**config.mk**
```make
export PLATFORM = sky130hd
export DESIGN_NAME = line_mover
export DESIGN_NICKNAME = d
export VERILOG_FILES = /design/src/hw/dcache_bus_pkg.sv /design/src/hw/dcache_pkg.sv /design/src/hw/line_mover.sv
export SDC_FILE = /design/constraint.sdc
export NUM_CORES = 1
export LEC_CHECK = 0
export BUFFER_PORTS_ARGS = -buffer_cell sky130_fd_sc_hd__buf_2
export CORE_MARGIN = 8
export CORE_UTILIZATION = 50
export CTS_BUF_LIST = sky130_fd_sc_hd__clkbuf_8 sky130_fd_sc_hd__clkbuf_16
export CTS_CLUSTER_DIAMETER = 30
export DETAILED_ROUTE_END_ITERATION = 7
export GPL_ROUTABILITY_DRIVEN = 1
export PLACE_DENSITY = 0.76
export SYNTH_ARGS = -nofsm -noshare
export SYNTH_HDL_FRONTEND = slang
export SYNTH_SLANG_ARGS = --single-unit
```
**constraint.sdc**
```tcl
create_clock -name clk -period 12.1 [get_ports clk]
set_clock_uncertainty 0.05 [all_clocks]
set_input_delay 2.42 -clock clk [delete_from_list [all_inputs] [get_ports clk]]
set_output_delay 2.42 -clock clk [all_outputs]
set_load 0.005 [all_outputs]
```
**src/hw/dcache_bus_pkg.sv**
```systemverilog
package dcache_bus_pkg;

    typedef logic [31:0] addr_t;
    typedef logic [63:0] word_t;
    typedef logic [7:0]  strobe_t;
    typedef logic [2:0]  msize_t;
    // beats minus one
    typedef logic [7:0]  mlen_t;

    localparam msize_t MSIZE1 = 3'b000;
    localparam msize_t MSIZE2 = 3'b001;
    localparam msize_t MSIZE4 = 3'b010;
    localparam msize_t MSIZE8 = 3'b011;

    typedef struct packed {
        logic    valid;
        addr_t   addr;
        msize_t  size;
        strobe_t strobe;
        word_t   data;
    } dbus_req_t;

    typedef struct packed {
        logic  data_ok;
        word_t data;
    } dbus_resp_t;

    typedef struct packed {
        logic    valid;
        logic    is_write;
        addr_t   addr;
        msize_t  size;
        strobe_t strobe;
        word_t   data;
        mlen_t   len;
    } cbus_req_t;

    typedef struct packed {
        logic  ready;
        logic  last;
        word_t data;
    } cbus_resp_t;

endpackage
```
**src/hw/dcache_pkg.sv**
```systemverilog
package dcache_pkg;

    typedef enum logic [2:0] {
        S_CLEAR,
        S_IDLE,
        S_RESPOND,
        S_EVICT,
        S_FILL,
        S_UNCACHED
    } ctrl_state_t;

    // word index into the data store
    typedef logic [15:0] store_addr_t;

    typedef enum logic [1:0] {
        CMD_FILL,
        CMD_EVICT,
        CMD_SINGLE
    } cmd_kind_t;

    typedef struct packed {
        logic                     start;
        cmd_kind_t                kind;
        dcache_bus_pkg::addr_t    addr;
        store_addr_t              base;
        dcache_bus_pkg::msize_t   size;
        dcache_bus_pkg::strobe_t  strobe;
        dcache_bus_pkg::word_t    data;
    } line_cmd_t;

    typedef struct packed {
        logic                    en;
        dcache_bus_pkg::strobe_t strobe;
        store_addr_t             addr;
        dcache_bus_pkg::word_t   wdata;
    } store_req_t;

    typedef struct packed {
        logic                  done;
        dcache_bus_pkg::word_t data;
    } mover_resp_t;

endpackage

```
**src/hw/line_mover.sv**
```systemverilog
`timescale 1ns/1ps

module line_mover #(
    parameter int WORDS_PER_LINE = 8
) (
    input  logic                       clk,
    input  logic                       reset,
    input  dcache_pkg::line_cmd_t      cmd,
    output dcache_pkg::mover_resp_t    resp,
    output dcache_pkg::store_req_t     store_req,
    input  dcache_bus_pkg::word_t      store_rdata,
    output dcache_bus_pkg::cbus_req_t  creq,
    input  dcache_bus_pkg::cbus_resp_t cresp
);

    import dcache_bus_pkg::*;
    import dcache_pkg::*;

    localparam int OFF_W = $clog2(WORDS_PER_LINE);
    localparam int CNT_W = OFF_W + 1;

    typedef enum logic [1:0] {
        MV_IDLE,
        MV_LOAD,
        MV_BUS
    } mv_state_t;

    mv_state_t  state;
    line_cmd_t  cur;
    logic [CNT_W-1:0] load_cnt;
    logic [OFF_W-1:0] beat;
    word_t      line_buf [WORDS_PER_LINE];
    logic       is_evict;
    logic       is_fill;
    logic       is_single;

    assign is_evict  = cur.kind == CMD_EVICT;
    assign is_fill   = cur.kind == CMD_FILL;
    assign is_single = cur.kind == CMD_SINGLE;

    always_ff @(posedge clk) begin
        if (!reset) begin
            state     <= MV_IDLE;
            resp.done <= 1'b0;
        end else begin
            resp.done <= 1'b0;
            case (state)
                MV_IDLE: begin
                    if (cmd.start) begin
                        cur      <= cmd;
                        load_cnt <= '0;
                        beat     <= '0;
                        state    <= (cmd.kind == CMD_EVICT) ? MV_LOAD : MV_BUS;
                    end
                end
                MV_LOAD: begin
                    load_cnt <= load_cnt + 1'b1;
                    if (load_cnt == CNT_W'(WORDS_PER_LINE)) begin
                        state <= MV_BUS;
                    end
                end
                MV_BUS: begin
                    if (cresp.ready) begin
                        beat <= beat + 1'b1;
                        if (cresp.last) begin
                            state     <= MV_IDLE;
                            resp.done <= 1'b1;
                            resp.data <= cresp.data;
                        end
                    end
                end
                default: state <= MV_IDLE;
            endcase
        end
    end

    // store data arrives one cycle after the read
    always_ff @(posedge clk) begin
        if (state == MV_LOAD && load_cnt != '0) begin
            line_buf[OFF_W'(load_cnt - 1'b1)] <= store_rdata;
        end
    end

    always_comb begin
        store_req.en     = 1'b0;
        store_req.strobe = '1;
        store_req.addr   = cur.base + store_addr_t'(beat);
        store_req.wdata  = cresp.data;
        if (state == MV_LOAD) begin
            store_req.en     = load_cnt < CNT_W'(WORDS_PER_LINE);
            store_req.strobe = '0;
            store_req.addr   = cur.base + store_addr_t'(load_cnt);
        end else if (state == MV_BUS && is_fill) begin
            store_req.en = cresp.ready;
        end
    end

    assign creq.valid    = state == MV_BUS;
    assign creq.is_write = is_evict || (is_single && |cur.strobe);
    assign creq.addr     = cur.addr;
    assign creq.size     = is_single ? cur.size : MSIZE8;
    assign creq.strobe   = is_single ? cur.strobe : {$bits(strobe_t){is_evict}};
    assign creq.data     = is_single ? cur.data : line_buf[beat];
    assign creq.len      = is_single ? mlen_t'(0) : mlen_t'(WORDS_PER_LINE - 1);

endmodule

```
# Word-level counts from Yosys, hierarchy flattened
# Memories as Yosys holds them, arrays and structs flattened. A register that Yosys moved wholly into a read port is not among the register bits.
# Index checks and enable logic that the tools add are counted.
# totals
ff_bits,199
mem_bits_rw,512
memories,1
wordCells,66
# op_classes
eq_ne,10
n_addsub,5
mux,22
reduce_logical,16
n_lt_le_gt_ge,1
# mem_list
name,depth,word_bits,read_ports,rd_ports_with_merged_regs,wr,line,source
line_buf,8,64,1,1,1,line_mover.sv:32,word_t line_buf [WORDS_PER_LINE];
# ops
cell,count
2-to-1 mux 65 bit,1
2-to-1 mux 64 bit,1
2-to-1 mux 24 bit,1
adder 16 x 3 -> 16 bit,1
adder 16 x 4 -> 16 bit,1
2-to-1 mux 3 bit,5
AND reduction 4 bit,3
2-to-1 mux 2 bit,5
AND reduction 3 bit,3
2-to-1 mux 8 bit,1
one-hot mux 4 bit (2 select lines),1
OR reduction 8 bit,1
equality test 2 x 1 -> 1 bit (second input constant),3
one-hot mux 2 bit (3 select lines),1
one-hot mux 3 bit (2 select lines),1
adder 4 x 1 -> 4 bit (second input constant),1
equality test 2 bit (second input constant),2
equality test 4 bit (second input constant),1
logical NOT 2 bit,2
< comparator 4 bit (second input constant),1
2-to-1 mux 1 bit,4
2-to-1 mux 4 bit,1
inequality test 2 x 1 -> 1 bit (second input constant),2
inequality test 2 bit (second input constant),2
other kinds (6),9

# Depth between registers and ports, before layout
# logic_depth
ltp_word,4
mapped_depth,11

# Worst setup path before layout
# No wires, ideal clock.
# synth_timing
path_type,in2reg
from,in reset
to,"reg cur, in the netlist creq[100] (enable)"
arrival_ns,11.565
path_buffers,0
required_time_ns,11.263
cell_stages,2
slack_ns,-0.303
cell_sequence,nand2b_1 -> nor3b_1
# synth_between
elab_chain_len,1
# synth_rtl
element,line,source
start: declaration,line_mover.sv:7,"input logic reset,"
AND reduction 3 bit (no source line),n/a,
end signal: assignment,line_mover.sv:50,cur <= cmd;
end: declaration,line_mover.sv:29,line_cmd_t cur;
# Every way passes these cells.
# A chain may end at the register's enable or synchronous reset.

==> results.py <==
metrics = {
    "layout": {
        "nNetsFinal": 2120,
        "final_cells": 2679,
        "drive_above_1_share": 0.462,
        "areaGrowthSynthToFinish_pct": 26.0,
        "fin_area_sq_mm": 0.0346,
    },
    "synthesis": {
        "ys_seq_area_frac": 0.778,
        "avgSynthCellArea_sq_um": 20.6,
        "synth_edf_count": 708,
        "synth_top_family_by_area": "multiplexers",
        "synthCells": 1332,
        "synthMuxAreaShare": 0.129,
        "syn_area_sq_mm": 0.0275,
        "synth.most_common_cell": "edfxtp_1",
        "synth_top_area_frac": 0.773,
        "postSynth.asyncResetShare": 0,
        "synth_common_cells": "708 x edfxtp_1, 128 x mux4_2, 113 x buf_4",
        "synth_compound_area_frac": 0.0176,
        "synth.area.top_cells": "edfxtp_1 77%, mux4_2 10%, buf_4 3.1%, mux2i_1 2.4%, o21ai_1 1.2%",
        "yosysWarnings": 0,
        "synth_cell_types": 41,
        "dominantRegCellSynth": "edfxtp_1",
        "synth-simple-area-share": 0.0228,
        "synth_fa_ha_area_frac": 0.00391,
        "yosysTopAreaCell": "edfxtp_1",
        "synth_xor_area_frac": 0.00542,
        "synth-seq-cells": 714,
    },
    "setup_path": {
        "path_class": "flop to output port",
        "cp.arrival_ns": 3.72,
        "reg2reg_depth": 6,
        "cp.depth": 5,
        "crit_family": "multiplexers",
        "cp.required_ns": 9.63,
        "crit_slowest_cell": "dfxtp_4",
        "crit_end": "creq[11]",
        "reg2reg_to": "line_buf[5][32]$_DFFE_PP_",
        "critPathBufInv": 2,
        "worstPathMaxFanout": 42,
        "critPathLaunchType": "flop",
        "critPathCaptureType": "output port",
        "r2r_start": "state[0]$_SDFFE_PN0P_",
        "reg2reg_slack_ns": 8.67,
        "path_cells": "buf_4 > mux4_2 > mux2i_1 > o21ai_1 > buf_2",
        "max_stage_delay_ns": 0.87,
    },
    "clock_tree": {
        "cts_tree": "built",
        "clk_latency_ns": 0.68,
        "post_cts_resized": 0,
        "htreeDepth": 4,
        "hold_buffers": 0,
        "path_clk_slew_ns": 0.04,
        "cts_root_buffer": "clkbuf_16",
        "cts.sink_count": 714,
        "post_cts_buffers": 0,
        "cts_buffer_depth": 3,
        "cts_buffers": 134,
    },
    "global_route": {
        "gr-usage-all-layers": 0.237,
        "overflow": 0,
        "grt_max_degree": 79,
        "grt_pass1_wl_mm": 107,
        "antenna_found_initial": 25,
        "grt_pass1_vias": 15445,
    },
    "route": {
        "wl_mm": 75.5,
        "post_drt_wl_per_cell_um": 28.2,
        "vias_per_cell": 5.50,
        "drtAntennaViolNets": 0,
        "dr.pass1.iters": 5,
        "drt_iter0_markers": 1163,
        "via_count": 14741,
        "route.detailed.drc": 0,
    },
    "sta": {
        "rsz0062_at_grt": "false",
        "slew_headroom": 0.226,
        "finalHoldViolations": 0,
        "fin_crit_sh": 0.512,
        "slew_violations": 0,
        "tightestPinTransition_ns": 1.16,
        "min_period_ns": 6.19,
        "setup-violations-final": 0,
        "final.setup.tns_ns": 0,
        "max_freq_mhz": 162,
    },
    "power": {
        "switchingPower_uw": 1510,
        "comb_power_share": 0.056,
        "p_sw_frac": 0.221,
        "leakage_uw": 0.0125,
        "pwr-share-clk": 0.534,
        "p_int_uw": 5320,
        "p_seq_frac": 0.410,
        "power_density_mw_per_mm2": 197,
        "peakVddDrop_mv": 0.188,
    },
    "place": {
        "dpl.hpwl_mm": 48.1,
        "placed_cell_area_sq_mm": 0.0301,
        "port_buffers": 523,
        "place_inst": 2422,
        "gp_congestion": 0.999,
    },
    "die": {
        "io_pins": 529,
        "die_area_sq_mm": 0.0627,
        "rows": 86,
        "core_sq_mm": 0.0548,
        "initial_core_util": 0.502,
        "fp.dieH_um": 250,
        "fp.dieW_um": 250,
    },
    "min_path": {
        "worstHoldStart": "beat[1]$_DFFE_PP_",
        "hp-class": "flop to flop",
    },
    "job": {
        "max_cap_violations": 0,
    },
    "run_status": {
        "outcome": "finished, final reports clean",
    },
}
-- layer usage --
metal / track usage / vias up / wire [um]
met2: 0.414 / 702 / 39500
li1: - / 6329 / -
met5: 0 / - / 116
met1: 0.251 / 7509 / 25900
met3: 0.0742 / 183 / 5760
met4: 0.142 / 18 / 4290
-- through the flow --
stage,hold WS [ns],setup WS (ns),utilization,total power (uW)
finish,0.496,5.91,0.633,6820
global route,0.550,5.52,0.632,7020
CTS,0.494,5.70,0.632,6890
detailed placement,0.485,6.46,0.549,3230
global placement,0.481,6.46,0.549,3220
floorplan,0.439,4.13,-,3070
-- logic make-up (layout without fill, tap and decap cells) --
group | Yosys count | after routing
XOR/XNOR | 17 | 17
adder cells (fa/ha/maj) | 8 | 8
flip-flops | 714 | 714
AND/OR/NAND/NOR | 139 | 139
buffers and inverters | 169 | 795
multiplexers | 195 | 195
AO/OA/AOI/OAI | 89 | 89
other | 1 | 18
-- flip-flops by register name (all words and copies together) (netlist names), named ones only --
| signal | cells |
|---|---|
| resp | 65 |
| cur | 93 |
| line_buf | 512 |
| beat | 3 |
| state | 2 |
| load_cnt | 4 |
| creq | 32 |
-- cell type report --
type	instances	area [sq um]
repair buffers	544	2780
clock inverters	105	1070
multi-input cells	453	5010
clock buffers	139	3460
fillers	3694	20100
flip-flops and latches	714	21400
inverters	7	26.3
well taps	704	881
diodes	13	32.5
-- power by group through the flow --
stage               Clock, uW  Combinational (uW)  Sequential (uW)
global placement            0                 375             2840
detailed placement          0                 384             2850
finish                   3640                 381             2800
global route             3810                 409             2800
floorplan                   0                 240             2830
CTS                      3700                 390             2800
-- worst min-delay path by stage --
| stage | to | slack, ns | cells after the start |
|---|---|---|---|
| after CTS | flop | 0.49 | 1 |
| after floorplan | flop | 0.44 | 1 |
| final | flop | 0.50 | 1 |
| after global routing | flop | 0.55 | 1 |
| after global placement | flop | 0.48 | 1 |
| after detailed placement | flop | 0.49 | 1 |
-- placed cells by master (no fill, tap or decap), drive strengths merged, types with 2 or more instances in the layout --
| master | Yosys | final |
|---|---|---|
| nor3 | 2 | 2 |
| nand2b | 7 | 7 |
| clkbuf | 15 | 139 |
| nor2b | 2 | 2 |
| xor2 | 4 | 4 |
| xnor2 | 13 | 13 |
| inv | 7 | 38 |
| mux2i | 66 | 66 |
| dfxtp | 6 | 6 |
| nor2 | 17 | 17 |
| clkinv | 0 | 50 |
| o21ai | 68 | 68 |
| nand2 | 80 | 80 |
| ha | 7 | 7 |
| and2 | 6 | 6 |
| mux4 | 128 | 128 |
| nor4 | 4 | 4 |
| a21oi | 6 | 6 |
| nand4 | 5 | 5 |
| edfxtp | 708 | 708 |
| clkinvlp | 0 | 11 |
| nor3b | 3 | 3 |
| bufinv | 0 | 13 |
| conb | 1 | 5 |
| and2b | 2 | 2 |
| buf | 147 | 544 |
| diode | 0 | 13 |
| a21o | 9 | 9 |
| nand3 | 8 | 8 |
Note: power is estimated with default switching activity, not from simulation.
