## src/hw/dcache_bus_pkg.sv

```systemverilog
package dcache_bus_pkg;

    typedef logic [31:0] addr_t;
    typedef logic [63:0] word_t;
    typedef logic [7:0]  strobe_t;
    typedef logic [2:0]  msize_t;
    // beats minus one
    typedef logic [7:0]  mlen_t;

    localparam msize_t MSIZE1 = 3'b000;
    localparam msize_t MSIZE2 = 3'b001;
    localparam msize_t MSIZE4 = 3'b010;
    localparam msize_t MSIZE8 = 3'b011;

    typedef struct packed {
        logic    valid;
        addr_t   addr;
        msize_t  size;
        strobe_t strobe;
        word_t   data;
    } dbus_req_t;

    typedef struct packed {
        logic  data_ok;
        word_t data;
    } dbus_resp_t;

    typedef struct packed {
        logic    valid;
        logic    is_write;
        addr_t   addr;
        msize_t  size;
        strobe_t strobe;
        word_t   data;
        mlen_t   len;
    } cbus_req_t;

    typedef struct packed {
        logic  ready;
        logic  last;
        word_t data;
    } cbus_resp_t;

endpackage
```

## src/hw/dcache_pkg.sv

```systemverilog
package dcache_pkg;

    typedef enum logic [2:0] {
        S_CLEAR,
        S_IDLE,
        S_RESPOND,
        S_EVICT,
        S_FILL,
        S_UNCACHED
    } ctrl_state_t;

    // word index into the data store
    typedef logic [15:0] store_addr_t;

    typedef enum logic [1:0] {
        CMD_FILL,
        CMD_EVICT,
        CMD_SINGLE
    } cmd_kind_t;

    typedef struct packed {
        logic                     start;
        cmd_kind_t                kind;
        dcache_bus_pkg::addr_t    addr;
        store_addr_t              base;
        dcache_bus_pkg::msize_t   size;
        dcache_bus_pkg::strobe_t  strobe;
        dcache_bus_pkg::word_t    data;
    } line_cmd_t;

    typedef struct packed {
        logic                    en;
        dcache_bus_pkg::strobe_t strobe;
        store_addr_t             addr;
        dcache_bus_pkg::word_t   wdata;
    } store_req_t;

    typedef struct packed {
        logic                  done;
        dcache_bus_pkg::word_t data;
    } mover_resp_t;

endpackage

```

## src/hw/lookup_ctrl.sv

```systemverilog
`timescale 1ns/1ps

module lookup_ctrl #(
    parameter int WAYS = 4,
    parameter int SETS = 16,
    parameter int WORDS_PER_LINE = 8,
    localparam int INDEX_W = $clog2(SETS),
    localparam int OFFSET_W = $clog2(WORDS_PER_LINE),
    localparam int TAG_W = 29 - INDEX_W - OFFSET_W,
    localparam int ROW_W = WAYS * (TAG_W + 2)
) (
    input  logic                        clk,
    input  logic                        reset,
    input  dcache_bus_pkg::dbus_req_t   dreq,
    output dcache_bus_pkg::dbus_resp_t  dresp,
    input  logic [ROW_W-1:0]            meta_rdata,
    output logic [ROW_W+WAYS+INDEX_W:0] meta_req,
    input  dcache_bus_pkg::word_t       data_rdata,
    output dcache_pkg::store_req_t      data_req,
    output dcache_pkg::line_cmd_t       cmd,
    input  dcache_pkg::mover_resp_t     mover_resp,
    input  dcache_pkg::store_req_t      mover_store_req
);

    import dcache_bus_pkg::*;
    import dcache_pkg::*;

    localparam int WAY_W = (WAYS > 1) ? $clog2(WAYS) : 1;
    localparam int LINE_LSB = 3 + OFFSET_W;

    typedef struct packed {
        logic             valid;
        logic             dirty;
        logic [TAG_W-1:0] tag;
    } meta_t;

    typedef meta_t [WAYS-1:0] meta_row_t;

    typedef struct packed {
        logic               en;
        logic [WAYS-1:0]    strobe;
        logic [INDEX_W-1:0] addr;
        meta_row_t          wdata;
    } meta_req_t;

    ctrl_state_t         state;
    logic [INDEX_W-1:0]  clear_idx;
    logic [WAY_W-1:0]    ages [SETS][WAYS];
    logic [WAY_W-1:0]    hit_way_q;
    logic [WAY_W-1:0]    fill_way;

    meta_row_t           rows;
    meta_req_t           mreq;
    meta_t               lane;
    store_req_t          hit_req;

    logic [OFFSET_W-1:0] offset;
    logic [INDEX_W-1:0]  index;
    logic [TAG_W-1:0]    tag;
    logic                cached;
    logic                lookup;
    logic                hit;
    logic                has_empty;
    logic [WAY_W-1:0]    hit_way;
    logic [WAY_W-1:0]    empty_way;
    logic [WAY_W-1:0]    lru_way;
    logic [WAY_W-1:0]    victim;
    addr_t               line_addr;
    addr_t               victim_addr;

    function automatic store_addr_t line_base(input logic [INDEX_W-1:0] set,
                                              input logic [WAY_W-1:0] way);
        return store_addr_t'((int'(set) * WAYS + int'(way)) * WORDS_PER_LINE);
    endfunction

    function automatic line_cmd_t make_cmd(input cmd_kind_t kind, input addr_t addr,
                                           input store_addr_t base);
        line_cmd_t c;
        c.start  = 1'b1;
        c.kind   = kind;
        c.addr   = addr;
        c.base   = base;
        c.size   = dreq.size;
        c.strobe = dreq.strobe;
        c.data   = dreq.data;
        return c;
    endfunction

    assign rows     = meta_rdata;
    assign meta_req = mreq;

    assign offset = dreq.addr[3 +: OFFSET_W];
    assign index  = dreq.addr[LINE_LSB +: INDEX_W];
    assign tag    = dreq.addr[31 -: TAG_W];
    assign cached = dreq.addr[31];
    assign lookup = state == S_IDLE && dreq.valid && cached;

    assign line_addr   = {dreq.addr[31:LINE_LSB], {LINE_LSB{1'b0}}};
    assign victim_addr = {rows[victim].tag, index, {LINE_LSB{1'b0}}};

    always_comb begin
        hit       = 1'b0;
        hit_way   = '0;
        has_empty = 1'b0;
        empty_way = '0;
        lru_way   = '0;
        // downward scan leaves the lowest empty way
        for (int w = WAYS - 1; w >= 0; w--) begin
            if (!rows[w].valid) begin
                has_empty = 1'b1;
                empty_way = WAY_W'(w);
            end
        end
        for (int w = 0; w < WAYS; w++) begin
            if (rows[w].valid && rows[w].tag == tag) begin
                hit     = 1'b1;
                hit_way = WAY_W'(w);
            end
            if (ages[index][w] == WAY_W'(WAYS - 1)) begin
                lru_way = WAY_W'(w);
            end
        end
        victim = has_empty ? empty_way : lru_way;
    end

    always_comb begin
        hit_req.en     = lookup && hit;
        hit_req.strobe = dreq.strobe;
        hit_req.addr   = line_base(index, hit_way) + store_addr_t'(offset);
        hit_req.wdata  = dreq.data;
    end

    assign data_req = (state == S_EVICT || state == S_FILL) ? mover_store_req : hit_req;

    assign lane.valid = state != S_CLEAR;
    assign lane.dirty = state == S_RESPOND;
    assign lane.tag   = (state == S_CLEAR) ? '0 : tag;

    // lane strobes pick the way, every lane carries the same value
    always_comb begin
        mreq.en     = 1'b0;
        mreq.strobe = '0;
        mreq.addr   = (state == S_CLEAR) ? clear_idx : index;
        for (int w = 0; w < WAYS; w++) begin
            mreq.wdata[w] = lane;
        end
        case (state)
            S_CLEAR: begin
                mreq.en     = 1'b1;
                mreq.strobe = '1;
            end
            S_RESPOND: begin
                if (|dreq.strobe) begin
                    mreq.en                = 1'b1;
                    mreq.strobe[hit_way_q] = 1'b1;
                end
            end
            S_FILL: begin
                if (mover_resp.done) begin
                    mreq.en               = 1'b1;
                    mreq.strobe[fill_way] = 1'b1;
                end
            end
            default: ;
        endcase
    end

    assign dresp.data_ok = state == S_RESPOND || (state == S_UNCACHED && mover_resp.done);
    assign dresp.data    = (state == S_UNCACHED) ? mover_resp.data : data_rdata;

    always_ff @(posedge clk) begin
        if (!reset) begin
            state     <= S_CLEAR;
            clear_idx <= '0;
            cmd.start <= 1'b0;
        end else begin
            cmd.start <= 1'b0;
            case (state)
                S_CLEAR: begin
                    // ages start as a permutation of way numbers
                    for (int w = 0; w < WAYS; w++) begin
                        ages[clear_idx][w] <= WAY_W'(w);
                    end
                    clear_idx <= clear_idx + 1'b1;
                    if (clear_idx == INDEX_W'(SETS - 1)) begin
                        state <= S_IDLE;
                    end
                end
                S_IDLE: begin
                    if (dreq.valid && !cached) begin
                        cmd   <= make_cmd(CMD_SINGLE, dreq.addr, '0);
                        state <= S_UNCACHED;
                    end else if (lookup && hit) begin
                        hit_way_q <= hit_way;
                        for (int w = 0; w < WAYS; w++) begin
                            if (ages[index][w] < ages[index][hit_way]) begin
                                ages[index][w] <= ages[index][w] + 1'b1;
                            end
                        end
                        ages[index][hit_way] <= '0;
                        state <= S_RESPOND;
                    end else if (lookup) begin
                        fill_way <= victim;
                        if (rows[victim].valid && rows[victim].dirty) begin
                            cmd   <= make_cmd(CMD_EVICT, victim_addr, line_base(index, victim));
                            state <= S_EVICT;
                        end else begin
                            cmd   <= make_cmd(CMD_FILL, line_addr, line_base(index, victim));
                            state <= S_FILL;
                        end
                    end
                end
                S_RESPOND: state <= S_IDLE;
                S_EVICT: begin
                    if (mover_resp.done) begin
                        cmd   <= make_cmd(CMD_FILL, line_addr, line_base(index, fill_way));
                        state <= S_FILL;
                    end
                end
                // back to IDLE for the re-lookup
                S_FILL: begin
                    if (mover_resp.done) begin
                        state <= S_IDLE;
                    end
                end
                S_UNCACHED: begin
                    if (mover_resp.done) begin
                        state <= S_IDLE;
                    end
                end
                default: state <= S_IDLE;
            endcase
        end
    end

endmodule

```

## config.mk

```make
export PLATFORM = sky130hd
export DESIGN_NAME = lookup_ctrl
export DESIGN_NICKNAME = d
export VERILOG_FILES = /design/src/hw/dcache_bus_pkg.sv /design/src/hw/dcache_pkg.sv /design/src/hw/lookup_ctrl.sv
export SDC_FILE = /design/constraint.sdc
export NUM_CORES = 1
export LEC_CHECK = 0
export BUFFER_PORTS_ARGS = -buffer_cell sky130_fd_sc_hd__buf_2
export CORE_AREA = 2 2 313 315
export DETAILED_ROUTE_END_ITERATION = 10
export DIE_AREA = 0 0 315 317
export GPL_TIMING_DRIVEN = 0
export PLACE_DENSITY_LB_ADDON = 0.05
export SYNTH_ARGS = -nofsm -noshare
export SYNTH_HDL_FRONTEND = slang
export SYNTH_SLANG_ARGS = --single-unit
```

## constraint.sdc

```tcl
create_clock -name clk -period 22.2 [get_ports clk]
set_clock_uncertainty 0.1 [all_clocks]
set_input_delay 2.22 -clock clk [delete_from_list [all_inputs] [get_ports clk]]
set_output_delay 2.22 -clock clk [all_outputs]
set_load 0.02 [all_outputs]
```

-- Word level (Yosys, flattened, before mapping)
Memories as Yosys holds them, arrays and structs flattened.
Cells that the tools add are included.
- flip-flop bits (word level): 137
- bits in writable memories: 128
- word-level logic and storage cells: 182
- memories: 1
- add/subtract/negate cells: 9
- equality and inequality tests: 19
- reduce and logical (&&, ||, !) cells: 26
- bitwise logic cells: 11
- muxes and demuxes: 94
- magnitude comparators: 11
- memories (memory ; words ; bits a word ; read ports ; clocked after memory_dff ; wr ports ; line ; source):
    ages ; 16 ; 8 ; 1 ; 0 ; 1 ; lookup_ctrl.sv:48 ; logic [WAY_W-1:0] ages [SETS][WAYS];
- operator list (operator ; number):
    $mux 126 ; 4
    $pmux 126 s2 ; 1
    $mux 124 ; 1
    $mux 89 ; 1
    $eq 22x22->1 ; 4
    $mux 64 ; 1
    $mux 1 ; 51
    $bmux 24 s2 ; 1
    $mux 2 ; 12
    $mux 24 ; 1
    $mux 8 ; 3
    $mux 22 ; 1
    $add 6x2->7 ; 3
    $mux 3 ; 7
    $reduce_or 8->1 ; 2
    $pmux 5 s3 ; 1
    $logic_and 1x1->1 ; 13
    $pmux 3 s4 ; 1
    $add 10x3->11 ; 1
    $mux 5 ; 2
    $reduce_and 5->1 ; 2
    $lt 2x3->1 const B ; 3
    $add 2x1->2 const B ; 4
    $lt 2x2->1 ; 4
    27 further kinds ; 46

-- Depth between registers and ports, before layout
- depth after elaboration: 19
- mapped depth: 15
- gate-level depth less buffers: 13

-- Least setup slack after synthesis
Ideal clock, no wire load.
- kind: input to register
- from: input port dreq[85] (netlist name)
- to: register cmd[0] (netlist name), enable pin
- path buffers: 2
- setup time: 1201 ps
- setup slack: -373 ps
- data arrival time: 21272 ps
- cell stages on the path: 10
- cell sequence: buf_2 xnor2_2 nand4_1 or4_1 or2_1 and3_1 and2_1 buf_2 nor3_1 a2111oi_0
- longest elaborated chain between the ends: 9
- elaborated cells on any way between the ends: 15
- classes of those cells: eq/ne: 5; mux: 4; reduce/logical: 6
- RTL lines (item ; line ; source):
    from (decl) ; lookup_ctrl.sv:14 ; input dcache_bus_pkg::dbus_req_t dreq,
    $eq 22x22->1 ; lookup_ctrl.sv:115 ; if (rows[w].valid && rows[w].tag == tag) begin
    $logic_and 1x1->1 ; lookup_ctrl.sv:115 ;
    $mux 1 (3 in a row) ; lookup_ctrl.sv:115 ;
    $mux 1 * ; lookup_ctrl.sv:115 ;
    $logic_and 1x1->1 * ; lookup_ctrl.sv:193 ; end else if (lookup && hit) begin
    $ne 3x2->1 (no line) * ; n/a ;
    $reduce_and 5->1 (no line) * ; n/a ;
    to (signal assigned) ; lookup_ctrl.sv:191 ; cmd <= make_cmd(CMD_SINGLE, dreq.addr, '0);
    to (signal assigned) ; lookup_ctrl.sv:205 ; cmd <= make_cmd(CMD_EVICT, victim_addr, line_base(index, victim));
    to (signal assigned) ; lookup_ctrl.sv:208 ; cmd <= make_cmd(CMD_FILL, line_addr, line_base(index, victim));
    to (decl) ; lookup_ctrl.sv:20 ; output dcache_pkg::line_cmd_t cmd,
Every way passes the cells marked *; elsewhere a longest branch is shown, timed or not.
A chain may end at the register's enable or synchronous reset.

==> impl_metrics.tcl <==
set metrics [dict create \
    crit_chain "buf_2 -> xnor2_1 -> nand4_1 -> or4_1 -> or2_1 -> and3_1 -> and2_1 -> buf_2 -> nor3_1 -> a21o_1 -> buf_2" \
    hold_buffers 0 \
    path_max_fanout 7 \
    ys_ff_latch 255 \
    track_usage_pct 19.6 \
    htreeDepth 2 \
    cts_tree "done" \
    vias_per_cell 4.14 \
    critical-path-top-delay-family "simple AND/OR/NAND/NOR gates" \
    cp.arrival_ns 5.39 \
    rsz0062_at_grt "false" \
    synthToLayoutAreaGrowth_pct 44.2 \
    wl_per_cell_um 30.5 \
    drive_gt1_share_pct 57.8 \
    layout_commonest_cell "buf_2" \
    syn-cell-area_um2 15600 \
    cts_sinks 255 \
    cts.clk_slew.worst_paths_ns 0.05 \
    dp_hpwl_mm 88.9 \
    report.final.slew_viol_count 0 \
    grt_pass1_wl_mm 131 \
    place_congestion 0.890 \
    maxCapViolations 0 \
    synthCells 1235 \
    cts-resized-gates 0 \
    nets 2505 \
    overflow 0 \
    yosys.area.top_type "edfxtp_1" \
    slowest_stage "or4_1" \
    period_share_pct 34.7 \
    cp_data_required_time_ns 19.88 \
    syn_avg_cell_area_um2 12.6 \
    layout_common_cells "buf_2 (814), edfxtp_1 (247), mux2_2 (144)" \
    cp-end-kind "output port" \
    maxSlewHeadroom_pct 13.8 \
    finalWirelength_mm 104 \
    synth_edf_count 247 \
    num_rows 114 \
    clock_path_buffers 3 \
    antenna_found_initial 79 \
    ant_nets 0 \
    numPortBuffers 772 \
    critPathKind "input port to output port" \
    whs_ns 0.499 \
    first_pass_iters 5 \
    die_h_um 317 \
    numCtsBuffers 35 \
    synth_area_leaders "edfxtp_1 (48%), mux2_2 (10%), mux4_2 (8.2%), and2_1 (5.1%), buf_4 (4.3%)" \
    postCtsSetupRepairBufs 0 \
    synthArstFlopShare_pct 0 \
    tightest_slew_ns 1.29 \
    min_path_type "flop to flop" \
    vdd_drop_max_uv 48.7 \
    grt_pass1_vias 13956 \
    yosysSeqAreaShare_pct 48.6 \
    grt_max_degree 17 \
    ys.flop_type "edfxtp_1" \
    start_kind "input port" \
    num_io_pins 809 \
    fill_cells 10487 \
    fin_ws_ns 14.49 \
    final-setup-viol-count 0 \
    hold_viol_final 0 \
    start_util_pct 16.2 \
    die_width_um 315 \
    finalSetupTns_ns 0 \
    ys_types 80 \
    place_ws_ns 13.76 \
    synth_top_area_share_pct 47.6 \
    power_mw 1.32 \
    p_per_area_nw_per_um2 58.6 \
    power.leakage_nw 9.62 \
    die_area_um2 99900 \
    root_buffer "clkbuf_16" \
    critPathMaxStageDelay_ns 0.59 \
    outcome "complete, no violations" \
    drt_iter0_markers 871 \
    coreArea_um2 96300 \
    final.min_clock_period_ns 7.71 \
    max_freq_mhz 130 \
    clkLatencyLatePin_ns 0.56 \
    drc 0 \
    via_count 14079 \
    path_buf_inv 3 \
    yosysWarningCount 0 \
    crit_top_cell "buf_2" \
]
sequential cells by signal (all words and copies together), names as in the netlist:
signal	flops
ages	128
cmd	116
clear_idx	4
state	3
fill_way	2
hit_way_q	2
per-stage QoR:
step	instance area (um2)	std cells	util (%)
finish	22500	3397	23.4
global route	22500	3387	23.3
CTS	22400	3379	23.3
detailed placement	21300	3316	22.1
global placement	21100	3292	21.9
floorplan	15600	1244	-
logic make-up after synthesis:
group                    after synthesis  share of synthesized area [%]
multiplexers                         201                           18.6
other                                  1                         0.0240
flip-flops                           255                           48.6
AO/OA/AOI/OAI                        128                           6.39
buffers and inverters                180                           7.16
adder cells (fa/ha/maj)                5                          0.393
XOR/XNOR                              94                           5.57
AND/OR/NAND/NOR                      371                           13.2
synth_stat cells, types with 4 or more instances:
cell type / n
and2_1: 127
o21ai_0: 8
buf_4: 90
nor2_1: 55
nand3_1: 17
nor4_1: 15
xnor2_1: 45
nand2b_1: 9
buf_2: 34
a21boi_0: 4
dfxtp_1: 8
a31oi_1: 5
a21oi_1: 13
a22o_1: 22
mux4_2: 57
o21ai_1: 6
a21oi_2: 4
o22ai_2: 7
clkbuf_1: 39
a22oi_1: 16
and3_1: 6
xnor2_2: 6
o22ai_1: 9
xor2_1: 43
nor2b_1: 12
nand2_1: 61
ha_1: 4
buf_6: 8
edfxtp_1: 247
inv_1: 8
nand4_1: 22
mux2_2: 144
nor3_1: 12
power by group:
group	switching, mW	internal (mW)
Sequential	0.00125	0.522
Clock	0.237	0.354
Combinational	0.123	0.0798
Total	0.361	0.956
worst paths after layout:
kind / startpoint / slack [ns] / cells past startpoint / end
max: dreq[103] / 14.49 / 11 / data_req[88]
max reg2reg: ages[7][3] / 16.70 / 11 / cmd[108]
min: clear_idx[1] / 0.50 / 2 / clear_idx[1]
min reg2reg: clear_idx[1] / 0.50 / 2 / clear_idx[1]
routing by layer:
layer / part of all wire (%) / track usage [%] / vias to the layer above / wire, um
li1: - / - / 6240 / -
met1: 40 / 23.9 / 7013 / 41600
met2: 48 / 33.2 / 613 / 50100
met3: 8.1 / 6.03 / 161 / 8380
met4: 3.0 / 5.84 / 52 / 3080
met5: 0.32 / 0 / - / 336
layout make-up:
type                    instances  area (um2)  area share [%]
flip-flops and latches        255        7580            33.7
multi-input cells             809        6950            30.9
repair buffers                796        4040            17.9
well taps                    1276        1600            7.10
plain buffers                 171        1080            4.82
clock buffers                  39         912            4.06
clock inverters                24         251            1.12
diodes                         18        45.0           0.200
inverters                       9        33.8           0.150
worst min-delay path: stages, from the launching register on:
cell     delay [ns]
dfxtp_1        0.39
nand2_1        0.10
a21oi_1        0.06
No activity file was read; power rests on OpenSTA's default activity.
